--- src/common/ls_defines.svh ---
`ifndef LS_DEFINES_SVH
`define LS_DEFINES_SVH

// datapath width of the core
`define XLEN            64

// ***************************************************************************
// opcode fields, instr[6:2]
// ***************************************************************************
`define OP_LOAD         5'b00000
`define OP_STORE        5'b01000
`define OP_SYSTEM       5'b11100

// ***************************************************************************
// machine mode csr addresses
// ***************************************************************************
`define CSR_MSTATUS     12'h300
`define CSR_MIE         12'h304
`define CSR_MTVEC       12'h305
`define CSR_MSCRATCH    12'h340
`define CSR_MEPC        12'h341
`define CSR_MCAUSE      12'h342
`define CSR_MIP         12'h344

// clint register offsets, low 16 address bits
`define CLINT_MTIMECMP  16'h4000
`define CLINT_MTIME     16'hBFF8

`endif

--- src/common/ls_pkg.sv ---
`include "ls_defines.svh"

package ls_pkg;

    // load/store width, same encoding as funct3
    typedef enum logic [2:0] {
        MEM_B  = 3'b000,
        MEM_H  = 3'b001,
        MEM_W  = 3'b010,
        MEM_D  = 3'b011,
        MEM_BU = 3'b100,
        MEM_HU = 3'b101,
        MEM_WU = 3'b110
    } memop_e;

    typedef enum logic [1:0] {
        CSR_NONE  = 2'b00,
        CSR_WRITE = 2'b01,
        CSR_SET   = 2'b10,
        CSR_CLEAR = 2'b11
    } csr_cmd_e;

    typedef struct packed {
        logic [`XLEN-1:0] addr;
        logic             rd_en;
        logic             wr_en;
        logic [`XLEN-1:0] wr_data;     // already replicated across lanes
        logic [7:0]       wr_mask;
        logic [2:0]       size;        // log2 of the access bytes
    } sram_req_t;

    typedef struct packed {
        logic             rd_valid;
        logic             wr_ok;
        logic [`XLEN-1:0] rd_data;
    } sram_rsp_t;

    typedef struct packed {
        logic             ar_valid;
        logic [`XLEN-1:0] ar_addr;
        logic             r_ready;
        logic             aw_valid;
        logic [`XLEN-1:0] aw_addr;
        logic             w_valid;
        logic [`XLEN-1:0] w_data;
        logic [7:0]       w_strb;
        logic             b_ready;
    } axil_req_t;

    typedef struct packed {
        logic             ar_ready;
        logic             r_valid;
        logic [`XLEN-1:0] r_data;
        logic [1:0]       r_resp;
        logic             aw_ready;
        logic             w_ready;
        logic             b_valid;
        logic [1:0]       b_resp;
    } axil_rsp_t;

endpackage

--- src/clint/clint.sv ---
`timescale 1ns/1ps
`include "ls_defines.svh"

module clint import ls_pkg::*; (
    input  logic      clk,
    input  logic      reset_i,
    input  axil_req_t axil_req_i,
    output axil_rsp_t axil_rsp_o,
    output logic      timer_irq_o
);

    localparam logic [1:0] RESP_OKAY   = 2'b00;
    localparam logic [1:0] RESP_SLVERR = 2'b10;

    logic [`XLEN-1:0] mtime_q;
    logic [`XLEN-1:0] mtimecmp_q;
    logic [`XLEN-1:0] r_data_q;
    logic [1:0]       r_resp_q;
    logic [1:0]       b_resp_q;
    logic             r_valid_q;
    logic             b_valid_q;
    logic             irq_q;
    logic             wr_fire;
    logic             rd_fire;
    logic             wr_cmp;
    logic             wr_time;

    function automatic logic [`XLEN-1:0] strb_merge(input logic [`XLEN-1:0] old_v,
                                                    input logic [`XLEN-1:0] new_v,
                                                    input logic [7:0]       strb);
        logic [`XLEN-1:0] res;
        res = old_v;
        for (int i = 0; i < 8; i++) begin
            if (strb[i])
                res[i*8 +: 8] = new_v[i*8 +: 8];
        end
        return res;
    endfunction

    // aw and w go in the same cycle, and never while a response is waiting
    assign wr_fire = axil_req_i.aw_valid & axil_req_i.w_valid & ~b_valid_q;
    assign rd_fire = axil_req_i.ar_valid & ~r_valid_q;
    assign wr_cmp  = wr_fire && (axil_req_i.aw_addr[15:0] == `CLINT_MTIMECMP);
    assign wr_time = wr_fire && (axil_req_i.aw_addr[15:0] == `CLINT_MTIME);

    always_ff @(posedge clk) begin
        if (reset_i) begin
            mtime_q    <= '0;
            mtimecmp_q <= '1;
            irq_q      <= 1'b0;
        end else begin
            mtime_q <= wr_time ? strb_merge(mtime_q, axil_req_i.w_data, axil_req_i.w_strb)
                               : mtime_q + 1'b1;
            if (wr_cmp)
                mtimecmp_q <= strb_merge(mtimecmp_q, axil_req_i.w_data, axil_req_i.w_strb);
            irq_q <= (mtime_q >= mtimecmp_q);
        end
    end

    always_ff @(posedge clk) begin
        if (reset_i) begin
            b_valid_q <= 1'b0;
            r_valid_q <= 1'b0;
        end else begin
            if (wr_fire)
                b_valid_q <= 1'b1;
            else if (axil_req_i.b_ready)
                b_valid_q <= 1'b0;
            if (rd_fire)
                r_valid_q <= 1'b1;
            else if (axil_req_i.r_ready)
                r_valid_q <= 1'b0;
        end
    end

    always_ff @(posedge clk) begin
        if (wr_fire)
            b_resp_q <= (wr_cmp || wr_time) ? RESP_OKAY : RESP_SLVERR;
        if (rd_fire) begin
            case (axil_req_i.ar_addr[15:0])
                `CLINT_MTIMECMP: {r_data_q, r_resp_q} <= {mtimecmp_q, RESP_OKAY};
                `CLINT_MTIME:    {r_data_q, r_resp_q} <= {mtime_q, RESP_OKAY};
                default:         {r_data_q, r_resp_q} <= {`XLEN'(0), RESP_SLVERR};
            endcase
        end
    end

    always_comb begin
        axil_rsp_o.ar_ready = ~r_valid_q;
        axil_rsp_o.r_valid  = r_valid_q;
        axil_rsp_o.r_data   = r_data_q;
        axil_rsp_o.r_resp   = r_resp_q;
        axil_rsp_o.aw_ready = ~b_valid_q & axil_req_i.w_valid;
        axil_rsp_o.w_ready  = ~b_valid_q & axil_req_i.aw_valid;
        axil_rsp_o.b_valid  = b_valid_q;
        axil_rsp_o.b_resp   = b_resp_q;
    end

    assign timer_irq_o = irq_q;

    a_r_hold: assert property (@(posedge clk) disable iff (reset_i)
        r_valid_q && !axil_req_i.r_ready |=> r_valid_q && $stable(r_data_q));

endmodule

--- src/csr/csr_file.sv ---
`timescale 1ns/1ps
`include "ls_defines.svh"

module csr_file import ls_pkg::*; (
    input  logic             clk,
    input  logic             reset_i,
    input  logic [`XLEN-1:0] pc_i,
    input  csr_cmd_e         csr_cmd_i,
    input  logic [11:0]      csr_addr_i,
    input  logic [`XLEN-1:0] csr_wdata_i,
    input  logic             trap_i,
    input  logic             mret_i,
    input  logic             stall_n_i,
    input  logic             timer_irq_i,
    output logic [`XLEN-1:0] csr_data_o,
    output logic [`XLEN-1:0] mtvec_o,
    output logic [`XLEN-1:0] mepc_o,
    output logic             intr_o
);

    localparam int               MIE_BIT       = 3;
    localparam int               MPIE_BIT      = 7;
    localparam int               MTI_BIT       = 7;     // MTIE in mie, MTIP in mip
    localparam logic [`XLEN-1:0] MSTATUS_WMASK = `XLEN'(8'h88);
    localparam logic [`XLEN-1:0] CAUSE_ECALL   = `XLEN'(11);
    localparam logic [`XLEN-1:0] CAUSE_TIMER   = {1'b1, 63'd7};

    logic [`XLEN-1:0] mstatus_q;
    logic [`XLEN-1:0] mie_q;
    logic [`XLEN-1:0] mtvec_q;
    logic [`XLEN-1:0] mepc_q;
    logic [`XLEN-1:0] mcause_q;
    logic [`XLEN-1:0] mscratch_q;
    logic [`XLEN-1:0] mip_w;
    logic [`XLEN-1:0] csr_new;
    logic             entry;
    logic             csr_wr;

    assign mip_w = `XLEN'(timer_irq_i) << MTI_BIT;

    always_comb begin
        case (csr_addr_i)
            `CSR_MSTATUS:  csr_data_o = mstatus_q;
            `CSR_MIE:      csr_data_o = mie_q;
            `CSR_MIP:      csr_data_o = mip_w;
            `CSR_MTVEC:    csr_data_o = mtvec_q;
            `CSR_MEPC:     csr_data_o = mepc_q;
            `CSR_MCAUSE:   csr_data_o = mcause_q;
            `CSR_MSCRATCH: csr_data_o = mscratch_q;
            default:       csr_data_o = '0;
        endcase
    end

    always_comb begin
        case (csr_cmd_i)
            CSR_WRITE: csr_new = csr_wdata_i;
            CSR_SET:   csr_new = csr_data_o | csr_wdata_i;
            CSR_CLEAR: csr_new = csr_data_o & ~csr_wdata_i;
            default:   csr_new = csr_data_o;
        endcase
    end

    assign intr_o = stall_n_i & mstatus_q[MIE_BIT] & mie_q[MTI_BIT] & timer_irq_i;
    assign entry  = intr_o | (stall_n_i & trap_i);
    assign csr_wr = stall_n_i & (csr_cmd_i != CSR_NONE) & ~entry & ~mret_i;

    // ***********************************************************************
    // status and enable
    // ***********************************************************************
    always_ff @(posedge clk) begin
        if (reset_i) begin
            mstatus_q <= '0;
            mie_q     <= '0;
        end else if (entry) begin
            mstatus_q[MPIE_BIT] <= mstatus_q[MIE_BIT];
            mstatus_q[MIE_BIT]  <= 1'b0;
        end else if (stall_n_i && mret_i) begin
            mstatus_q[MIE_BIT]  <= mstatus_q[MPIE_BIT];
            mstatus_q[MPIE_BIT] <= 1'b1;
        end else if (csr_wr) begin
            if (csr_addr_i == `CSR_MSTATUS)
                mstatus_q <= csr_new & MSTATUS_WMASK;
            if (csr_addr_i == `CSR_MIE)
                mie_q <= csr_new;
        end
    end

    // ***********************************************************************
    // trap vector, exception pc, cause, scratch
    // ***********************************************************************
    always_ff @(posedge clk) begin
        if (entry) begin
            mepc_q   <= pc_i;
            mcause_q <= intr_o ? CAUSE_TIMER : CAUSE_ECALL;   // interrupt wins
        end else if (csr_wr) begin
            case (csr_addr_i)
                `CSR_MTVEC:    mtvec_q    <= csr_new;
                `CSR_MEPC:     mepc_q     <= csr_new;
                `CSR_MCAUSE:   mcause_q   <= csr_new;
                `CSR_MSCRATCH: mscratch_q <= csr_new;
                default:       ;
            endcase
        end
    end

    assign mtvec_o = mtvec_q;
    assign mepc_o  = mepc_q;

    // an instruction leaving through mret cannot also be trapping or interrupted
    a_entry_not_mret: assert property (@(posedge clk) disable iff (reset_i)
        entry |-> !mret_i);

endmodule

--- src/hw/ls_ctr.sv ---
`timescale 1ns/1ps
`include "ls_defines.svh"

module ls_ctr import ls_pkg::*; (
    input  logic [31:0]      instr_i,
    input  logic [`XLEN-1:0] rs2_i,
    output logic             rd_en_o,
    output logic             wr_en_o,
    output memop_e           memop_o,
    output logic [`XLEN-1:0] wr_data_o,
    output csr_cmd_e         csr_cmd_o,
    output logic [11:0]      csr_addr_o,
    output logic             mret_o
);

    localparam logic [31:0] MRET_INSTR = 32'h3020_0073;

    logic [4:0] opcode;
    logic [2:0] funct3;
    logic       is_system;

    assign opcode    = instr_i[6:2];
    assign funct3    = instr_i[14:12];
    assign is_system = (opcode == `OP_SYSTEM);

    assign rd_en_o    = (opcode == `OP_LOAD);
    assign wr_en_o    = (opcode == `OP_STORE);
    assign memop_o    = memop_e'(funct3);
    assign csr_addr_o = instr_i[31:20];
    assign mret_o     = (instr_i == MRET_INSTR);   // only the exact encoding

    // the sram picks the right lanes with the mask, so every lane carries the value
    always_comb begin
        case (funct3[1:0])
            2'b00:   wr_data_o = {8{rs2_i[7:0]}};
            2'b01:   wr_data_o = {4{rs2_i[15:0]}};
            2'b10:   wr_data_o = {2{rs2_i[31:0]}};
            default: wr_data_o = rs2_i;
        endcase
    end

    // funct3[2] only picks the zimm operand, which comes in on the alu result
    always_comb begin
        csr_cmd_o = CSR_NONE;
        if (is_system) begin
            case (funct3[1:0])
                2'b01:   csr_cmd_o = CSR_WRITE;
                2'b10:   csr_cmd_o = CSR_SET;
                2'b11:   csr_cmd_o = CSR_CLEAR;
                default: csr_cmd_o = CSR_NONE;      // ecall, ebreak, mret
            endcase
        end
    end

endmodule

--- src/hw/ls_stage.sv ---
`timescale 1ns/1ps
`include "ls_defines.svh"

module ls_stage import ls_pkg::*; (
    input  logic             clk,
    input  logic             reset_i,
    input  logic [`XLEN-1:0] pc_i,
    input  logic [31:0]      instr_i,
    input  logic [`XLEN-1:0] alu_res_i,
    input  logic [`XLEN-1:0] rs2_i,
    input  logic [`XLEN-1:0] wb_data_i,
    input  logic             ld_csr_hazard_i,
    input  logic             trap_i,
    input  logic             stall_n_i,
    input  sram_rsp_t        sram_rsp_i,
    input  axil_req_t        clint_req_i,
    output logic [`XLEN-1:0] ls_res_o,
    output logic             ls_busy_o,
    output logic [`XLEN-1:0] csr_data_o,
    output logic [`XLEN-1:0] mtvec_o,
    output logic [`XLEN-1:0] mepc_o,
    output logic             intr_o,
    output sram_req_t        sram_req_o,
    output axil_rsp_t        clint_rsp_o
);

    logic             rd_en;
    logic             wr_en;
    memop_e           memop;
    logic [`XLEN-1:0] wr_data;
    csr_cmd_e         csr_cmd;
    logic [11:0]      csr_addr;
    logic             mret;
    logic [`XLEN-1:0] csr_wdata;
    logic             timer_irq;

    ls_ctr u_ls_ctr (
        .instr_i    (instr_i),
        .rs2_i      (rs2_i),
        .rd_en_o    (rd_en),
        .wr_en_o    (wr_en),
        .memop_o    (memop),
        .wr_data_o  (wr_data),
        .csr_cmd_o  (csr_cmd),
        .csr_addr_o (csr_addr),
        .mret_o     (mret)
    );

    lsu u_lsu (
        .clk        (clk),
        .reset_i    (reset_i),
        .rd_en_i    (rd_en),
        .wr_en_i    (wr_en),
        .memop_i    (memop),
        .wr_data_i  (wr_data),
        .addr_i     (alu_res_i),
        .sram_rsp_i (sram_rsp_i),
        .sram_req_o (sram_req_o),
        .ls_res_o   (ls_res_o),
        .ls_busy_o  (ls_busy_o)
    );

    // a csr op right behind a load takes the loaded value from writeback
    assign csr_wdata = ld_csr_hazard_i ? wb_data_i : alu_res_i;

    csr_file u_csr_file (
        .clk         (clk),
        .reset_i     (reset_i),
        .pc_i        (pc_i),
        .csr_cmd_i   (csr_cmd),
        .csr_addr_i  (csr_addr),
        .csr_wdata_i (csr_wdata),
        .trap_i      (trap_i),
        .mret_i      (mret),
        .stall_n_i   (stall_n_i),
        .timer_irq_i (timer_irq),
        .csr_data_o  (csr_data_o),
        .mtvec_o     (mtvec_o),
        .mepc_o      (mepc_o),
        .intr_o      (intr_o)
    );

    clint u_clint (
        .clk         (clk),
        .reset_i     (reset_i),
        .axil_req_i  (clint_req_i),
        .axil_rsp_o  (clint_rsp_o),
        .timer_irq_o (timer_irq)
    );

endmodule

--- src/hw/lsu.sv ---
`timescale 1ns/1ps
`include "ls_defines.svh"

module lsu import ls_pkg::*; (
    input  logic             clk,
    input  logic             reset_i,
    input  logic             rd_en_i,
    input  logic             wr_en_i,
    input  memop_e           memop_i,
    input  logic [`XLEN-1:0] wr_data_i,
    input  logic [`XLEN-1:0] addr_i,
    input  sram_rsp_t        sram_rsp_i,
    output sram_req_t        sram_req_o,
    output logic [`XLEN-1:0] ls_res_o,
    output logic             ls_busy_o
);

    sram_req_t        req_c;
    sram_req_t        last_req_q;
    logic             done_q;
    logic             repeat_acc;
    logic             complete;
    logic [7:0]       size_mask;
    logic [`XLEN-1:0] rdata_q;
    logic [`XLEN-1:0] rd_raw;
    logic [`XLEN-1:0] rd_shift;
    logic [`XLEN-1:0] ld_data;

    // ***********************************************************************
    // request
    // ***********************************************************************
    always_comb begin
        case (memop_i[1:0])
            2'b00:   size_mask = 8'h01;
            2'b01:   size_mask = 8'h03;
            2'b10:   size_mask = 8'h0f;
            default: size_mask = 8'hff;
        endcase
    end

    always_comb begin
        req_c.addr    = addr_i;
        req_c.rd_en   = rd_en_i;
        req_c.wr_en   = wr_en_i;
        req_c.wr_data = wr_data_i;
        req_c.wr_mask = size_mask << addr_i[2:0];
        req_c.size    = {1'b0, memop_i[1:0]};
    end

    // same request as the one just finished means the pipeline is still stalled on it
    assign repeat_acc = done_q && (req_c == last_req_q);

    always_comb begin
        sram_req_o       = req_c;
        sram_req_o.rd_en = rd_en_i & ~repeat_acc;
        sram_req_o.wr_en = wr_en_i & ~repeat_acc;
    end

    assign complete  = (sram_req_o.rd_en & sram_rsp_i.rd_valid) |
                       (sram_req_o.wr_en & sram_rsp_i.wr_ok);
    assign ls_busy_o = (sram_req_o.rd_en | sram_req_o.wr_en) & ~complete;

    always_ff @(posedge clk) begin
        if (reset_i) begin
            done_q <= 1'b0;
        end else begin
            done_q <= complete | repeat_acc;
        end
    end

    always_ff @(posedge clk) begin
        if (complete) begin
            last_req_q <= req_c;
            rdata_q    <= sram_rsp_i.rd_data;
        end
    end

    // ***********************************************************************
    // load data alignment and extension
    // ***********************************************************************
    assign rd_raw   = repeat_acc ? rdata_q : sram_rsp_i.rd_data;
    assign rd_shift = rd_raw >> {addr_i[2:0], 3'b000};

    always_comb begin
        case (memop_i)
            MEM_B:   ld_data = {{56{rd_shift[7]}}, rd_shift[7:0]};
            MEM_H:   ld_data = {{48{rd_shift[15]}}, rd_shift[15:0]};
            MEM_W:   ld_data = {{32{rd_shift[31]}}, rd_shift[31:0]};
            MEM_BU:  ld_data = {56'b0, rd_shift[7:0]};
            MEM_HU:  ld_data = {48'b0, rd_shift[15:0]};
            MEM_WU:  ld_data = {32'b0, rd_shift[31:0]};
            default: ld_data = rd_shift;            // MEM_D
        endcase
    end

    assign ls_res_o = rd_en_i ? ld_data : addr_i;   // non loads pass the alu result

    // decode must never mark one instruction as both load and store
    a_no_rd_wr: assert property (@(posedge clk) disable iff (reset_i)
        !(sram_req_o.rd_en && sram_req_o.wr_en));

endmodule

--- config.mk ---
export PLATFORM = sky130hd
export DESIGN_NAME = ls_stage
export DESIGN_NICKNAME = d
export VERILOG_FILES = /design/src/common/ls_pkg.sv /design/src/clint/clint.sv /design/src/csr/csr_file.sv /design/src/hw/ls_ctr.sv /design/src/hw/ls_stage.sv /design/src/hw/lsu.sv
export VERILOG_INCLUDE_DIRS = /design/src /design/src/common
export SDC_FILE = /design/constraint.sdc
export NUM_CORES = 2
export LEC_CHECK = 0
export ABC_AREA = 1
export BUFFER_PORTS_ARGS = -buffer_cell sky130_fd_sc_hd__buf_2
export CAP_MARGIN = 20
export CORE_MARGIN = 5
export CORE_UTILIZATION = 25
export DETAILED_ROUTE_END_ITERATION = 10
export GPL_TIMING_DRIVEN = 0
export PLACE_DENSITY = 0.46
export SLEW_MARGIN = 10
export SYNTH_ARGS = -nofsm -noshare
export SYNTH_HDL_FRONTEND = slang
export SYNTH_SLANG_ARGS = --single-unit
--- constraint.sdc ---
create_clock -name clk -period 11.45 [get_ports clk]
set_input_delay 2.29 -clock clk [delete_from_list [all_inputs] [get_ports clk]]
set_output_delay 2.29 -clock clk [all_outputs]
set_load 0.1 [all_outputs]
==> summary.md <==
| Metric | Value |
|---|---|
| Outcome | `finished, final reports clean` |
| Multi-input logic area | `roughly 17,000 um2` |
| Area post-placement | `between 40,000 and 50,000 um2` |
| Number of nets in the layout | `6,869` |
| Synth area leader | `edfxtp_1` |
| Vias per cell | `4.92` |
| Number of global-route vias before repair | `roughly 40,000` |
| Worst vdd rail ir drop | `roughly 0.11 mV` |
| Async S/R FF share, synth | `0%` |
| Hold/Removal Path Class | `flip-flop to flip-flop` |
| Post-DP HPWL | `about 190,000 um` |
| Remaining antenna violation count | `0` |
| Layout cells sized above 1 | `between 20% and 30%` |
| Max reg flops | `between 100 and 150` |
| Total chip power | `between 7 and 8 mW` |
| Final Setup Violations | `0` |
| YS warnings | `0` |
| Hold-fix buffers, CTS | `0` |
| # resized after CTS | `0` |
| H-tree levels | `3` |
| First-pass GRT wire length | `~320,000 um` |
| Top reg by flops | `u_lsu.last_req_q` |
| Core Box Area | `~160,000 um2` |
| Setup ws final | `~1.7 ns` |
| Initial antenna violation count | `just under 90` |
| Total gr overflow | `0` |
| Seq/Total Area, Yosys | `a little under half` |
| Post-Place Setup Slack | `~1.6 ns` |
| Final hold slack | `around 0.46 ns` |
| Power per Cell Area | `~140 nW/um2` |
| Worst-path cell chain | `buf_2 -> nor2_1 -> nand3_2 -> nand2_1 -> nand2_1 -> nor2_1 -> nand2_1 -> nor2_1 -> nand2_1 -> nor2_1 -> nand2_1 -> nor2_4 -> nand2_4 -> buf_6 -> inv_2 -> nor2_2 -> a22o_4 -> buf_16 -> buf_12 -> buf_16 -> or2_2 -> nor4_4 -> buf_2` |
| Worst-margin pin slew | `between 1 and 1.5 ns` |
| Crit path DAT | `approximately 7.5 ns` |
| I/O pin count | `1,036` |
| RePlAce Congestion | `roughly 0.95` |
| Final hold vios | `0` |
| Clock network latency to the later pin of the worst-skew pair | `~0.7 ns` |
| Relative slew slack | `a little over an eighth` |
| Post-CTS setup buffer count | `0` |
| CTS tree | `yes` |
| Port Buffers | `just over 900` |
| Most common cell in the netlist | `nand2_1` |
| CTS Sinks | `between 700 and 800` |
| Total number of vias | `between 40,000 and 50,000` |
| Critical-path maximum fanout | `slightly above 60` |
| First drt pass iteration count | `5` |
| Synth area leaders | `edfxtp_1 (38%), nand2_1 (12%), dfxtp_1 (9.6%)` |
| Register area | `19,800 um2` |
| Starting Density | `25.1%` |
| Count of different cell masters after synthesis | `68` |
| Cell mode on critical path | `nand2_1` |
| Clock root cell | `clkbuf_16` |
| Slew Viols, Final | `0` |
| Synthesized instance count | `roughly 5,200` |
| Leak | `around 24 nW` |
| Min Tclk post-route | `9.79 ns` |
| Post-synth EDFFs | `about 530` |
| Largest net degree at the start of global routing | `62` |
| Clock skew | `between 0.07 and 0.08 ns` |
| Top post-synthesis cells by count | `nand2_1 (1,341), inv_1 (759), edfxtp_1 (526), nand3_1 (477), o21ai_0 (353)` |
| CP required | `~9.2 ns` |
| Die Wd | `416 um` |
| Number of fill cells | `17,900` |
| Most used DFF post-synth | `edfxtp_1` |
| Die ar. | `roughly 170,000 um2` |
| Clk pin slew, worst setup/hold paths | `approximately 0.06 ns` |
| CP endpoint kind | `output pin` |
| Fmax achieved | `roughly 100 MHz` |
| Syn_area_per_cell | `roughly 8.0 um2` |
| Share of the synthesized area in the top cell type | `roughly two fifths` |
| Critical path's slowest cell | `nand3_2` |
| Chip height | `between 400 and 500 um` |
| Max cap viols | `0` |
| Setup tns final | `0 ns` |
| Number of cell rows | `approximately 150` |
| Worst setup SP type | `input pin` |
| Final Cell Area | `between 50,000 and 60,000 um2` |
| Drc violations | `0` |
| Slowest stage delay, CP | `0.57 ns` |
| Tcrit/Tclk final | `approximately 86%` |
| Seq cells post-synth | `724` |
| RSZ-0062 raised after global routing | `no` |
| Area delta synth->final | `26.7%` |
| WS Path Type | `input pin to output pin` |
| Area of the mapped netlist | `approximately 41,000 um2` |
| CTS Buffer Depth | `3` |
| Post-Route WL | `around 240,000 um` |
| Routed len/inst | `approximately 28 um` |
| DR iter-0 viols | `slightly above 4,000` |
| CTS buffer count | `94` |
| GRT Overall Usage | `about 26%` |
==> final timing paths <==
kind / slack [ns] / cells past startpoint / from / to
setup / recovery: 1.66 / 23 / instr_i[3] / ls_busy_o
hold / removal: 0.46 / 2 / u_clint.mtimecmp_q[20]$_SDFFE_PP1P_ / u_clint.mtimecmp_q[20]$_SDFFE_PP1P_
setup reg to reg: 6.90 / 15 / u_clint.mtime_q[1]$_SDFFE_PP0P_ / u_clint.mtime_q[56]$_SDFFE_PP0P_
hold reg to reg: 0.46 / 2 / u_clint.mtimecmp_q[20]$_SDFFE_PP1P_ / u_clint.mtimecmp_q[20]$_SDFFE_PP1P_
==> critical path: cells and delay by family <==
family | cells | cell delay, ns
simple gates | 15 | 2.92
compound gates | 1 | 0.41
buf+inv | 7 | 1.75
==> through the flow <==
stage          util (%)  cells
2_1_floorplan         -   5192
3_3_place_gp       29.6   8311
3_5_place_dp       29.9   8331
6_report           31.8   8546
5_1_grt            31.8   8537
4_1_cts            31.7   8509
==> cell families (layout without fill, tap and decap cells) <==
family          Yosys count  after routing  synth area share, %
other cells               1             38              0.00908
buf+inv                1109           2239                 11.4
fa+ha+maj                65             65                 1.97
simple gates           2312           2312                 23.8
flops                   724            724                 47.8
xor+xnor                 70             70                 1.48
compound gates          907            907                 13.4
mux                       2              2               0.0818
==> layout by cell type (no fill, tap or decap), types with 8 or more instances in the layout <==
master / instances
a21oi_1: 176
a221o_1: 10
a22o_1: 63
a31oi_1: 49
a32o_1: 30
buf_1: 30
buf_2: 943
buf_4: 88
buf_6: 22
clkbuf_1: 206
clkbuf_16: 97
clkbuf_8: 9
clkinv_1: 16
clkinv_2: 26
dfxtp_1: 198
diode_2: 35
edfxtp_1: 526
ha_1: 65
inv_1: 758
nand2_1: 1339
nand2_2: 13
nand3_1: 477
nand3b_1: 16
nand4_1: 40
nor2_1: 287
nor3_1: 51
nor4_1: 17
o2111ai_1: 30
o211ai_1: 60
o211ai_2: 8
o21ai_0: 352
o21ai_1: 34
o22ai_1: 60
or2_1: 11
or2_2: 17
xnor2_1: 14
xor2_1: 56
==> power breakdown <==
part / internal (mW) / leakage [nW] / switching, mW
Sequential: 2.86 / 6.62 / 0.0225
Clock: 1.70 / 1.50 / 1.31
Combinational: 0.236 / 16.3 / 1.04
Total: 4.79 / 24.5 / 2.38
==> per-layer routing <==
| metal | GRT usage [%] | vias to the layer above | routed length (um) |
|---|---|---|---|
| met3 | 4.25 | 447 | 14800 |
| met1 | 31.6 | 20300 | 93600 |
| met4 | 13.4 | 14 | 14900 |
| li1 | - | 19500 | - |
| met2 | 43.9 | 1864 | 112000 |
| met5 | 0 | - | 69 |
==> cell type report <==
cell class	instances	share of cell area, %
buffer	342	3.50
clock inverter	59	0.966
sequential	724	37.8
antenna	35	0.167
multi-input combinational	3359	32.3
tap	2189	5.24
clock buffer	119	4.87
inverter	767	5.51
timing repair buffer	952	9.65
(Power assumes the default switching activity.)
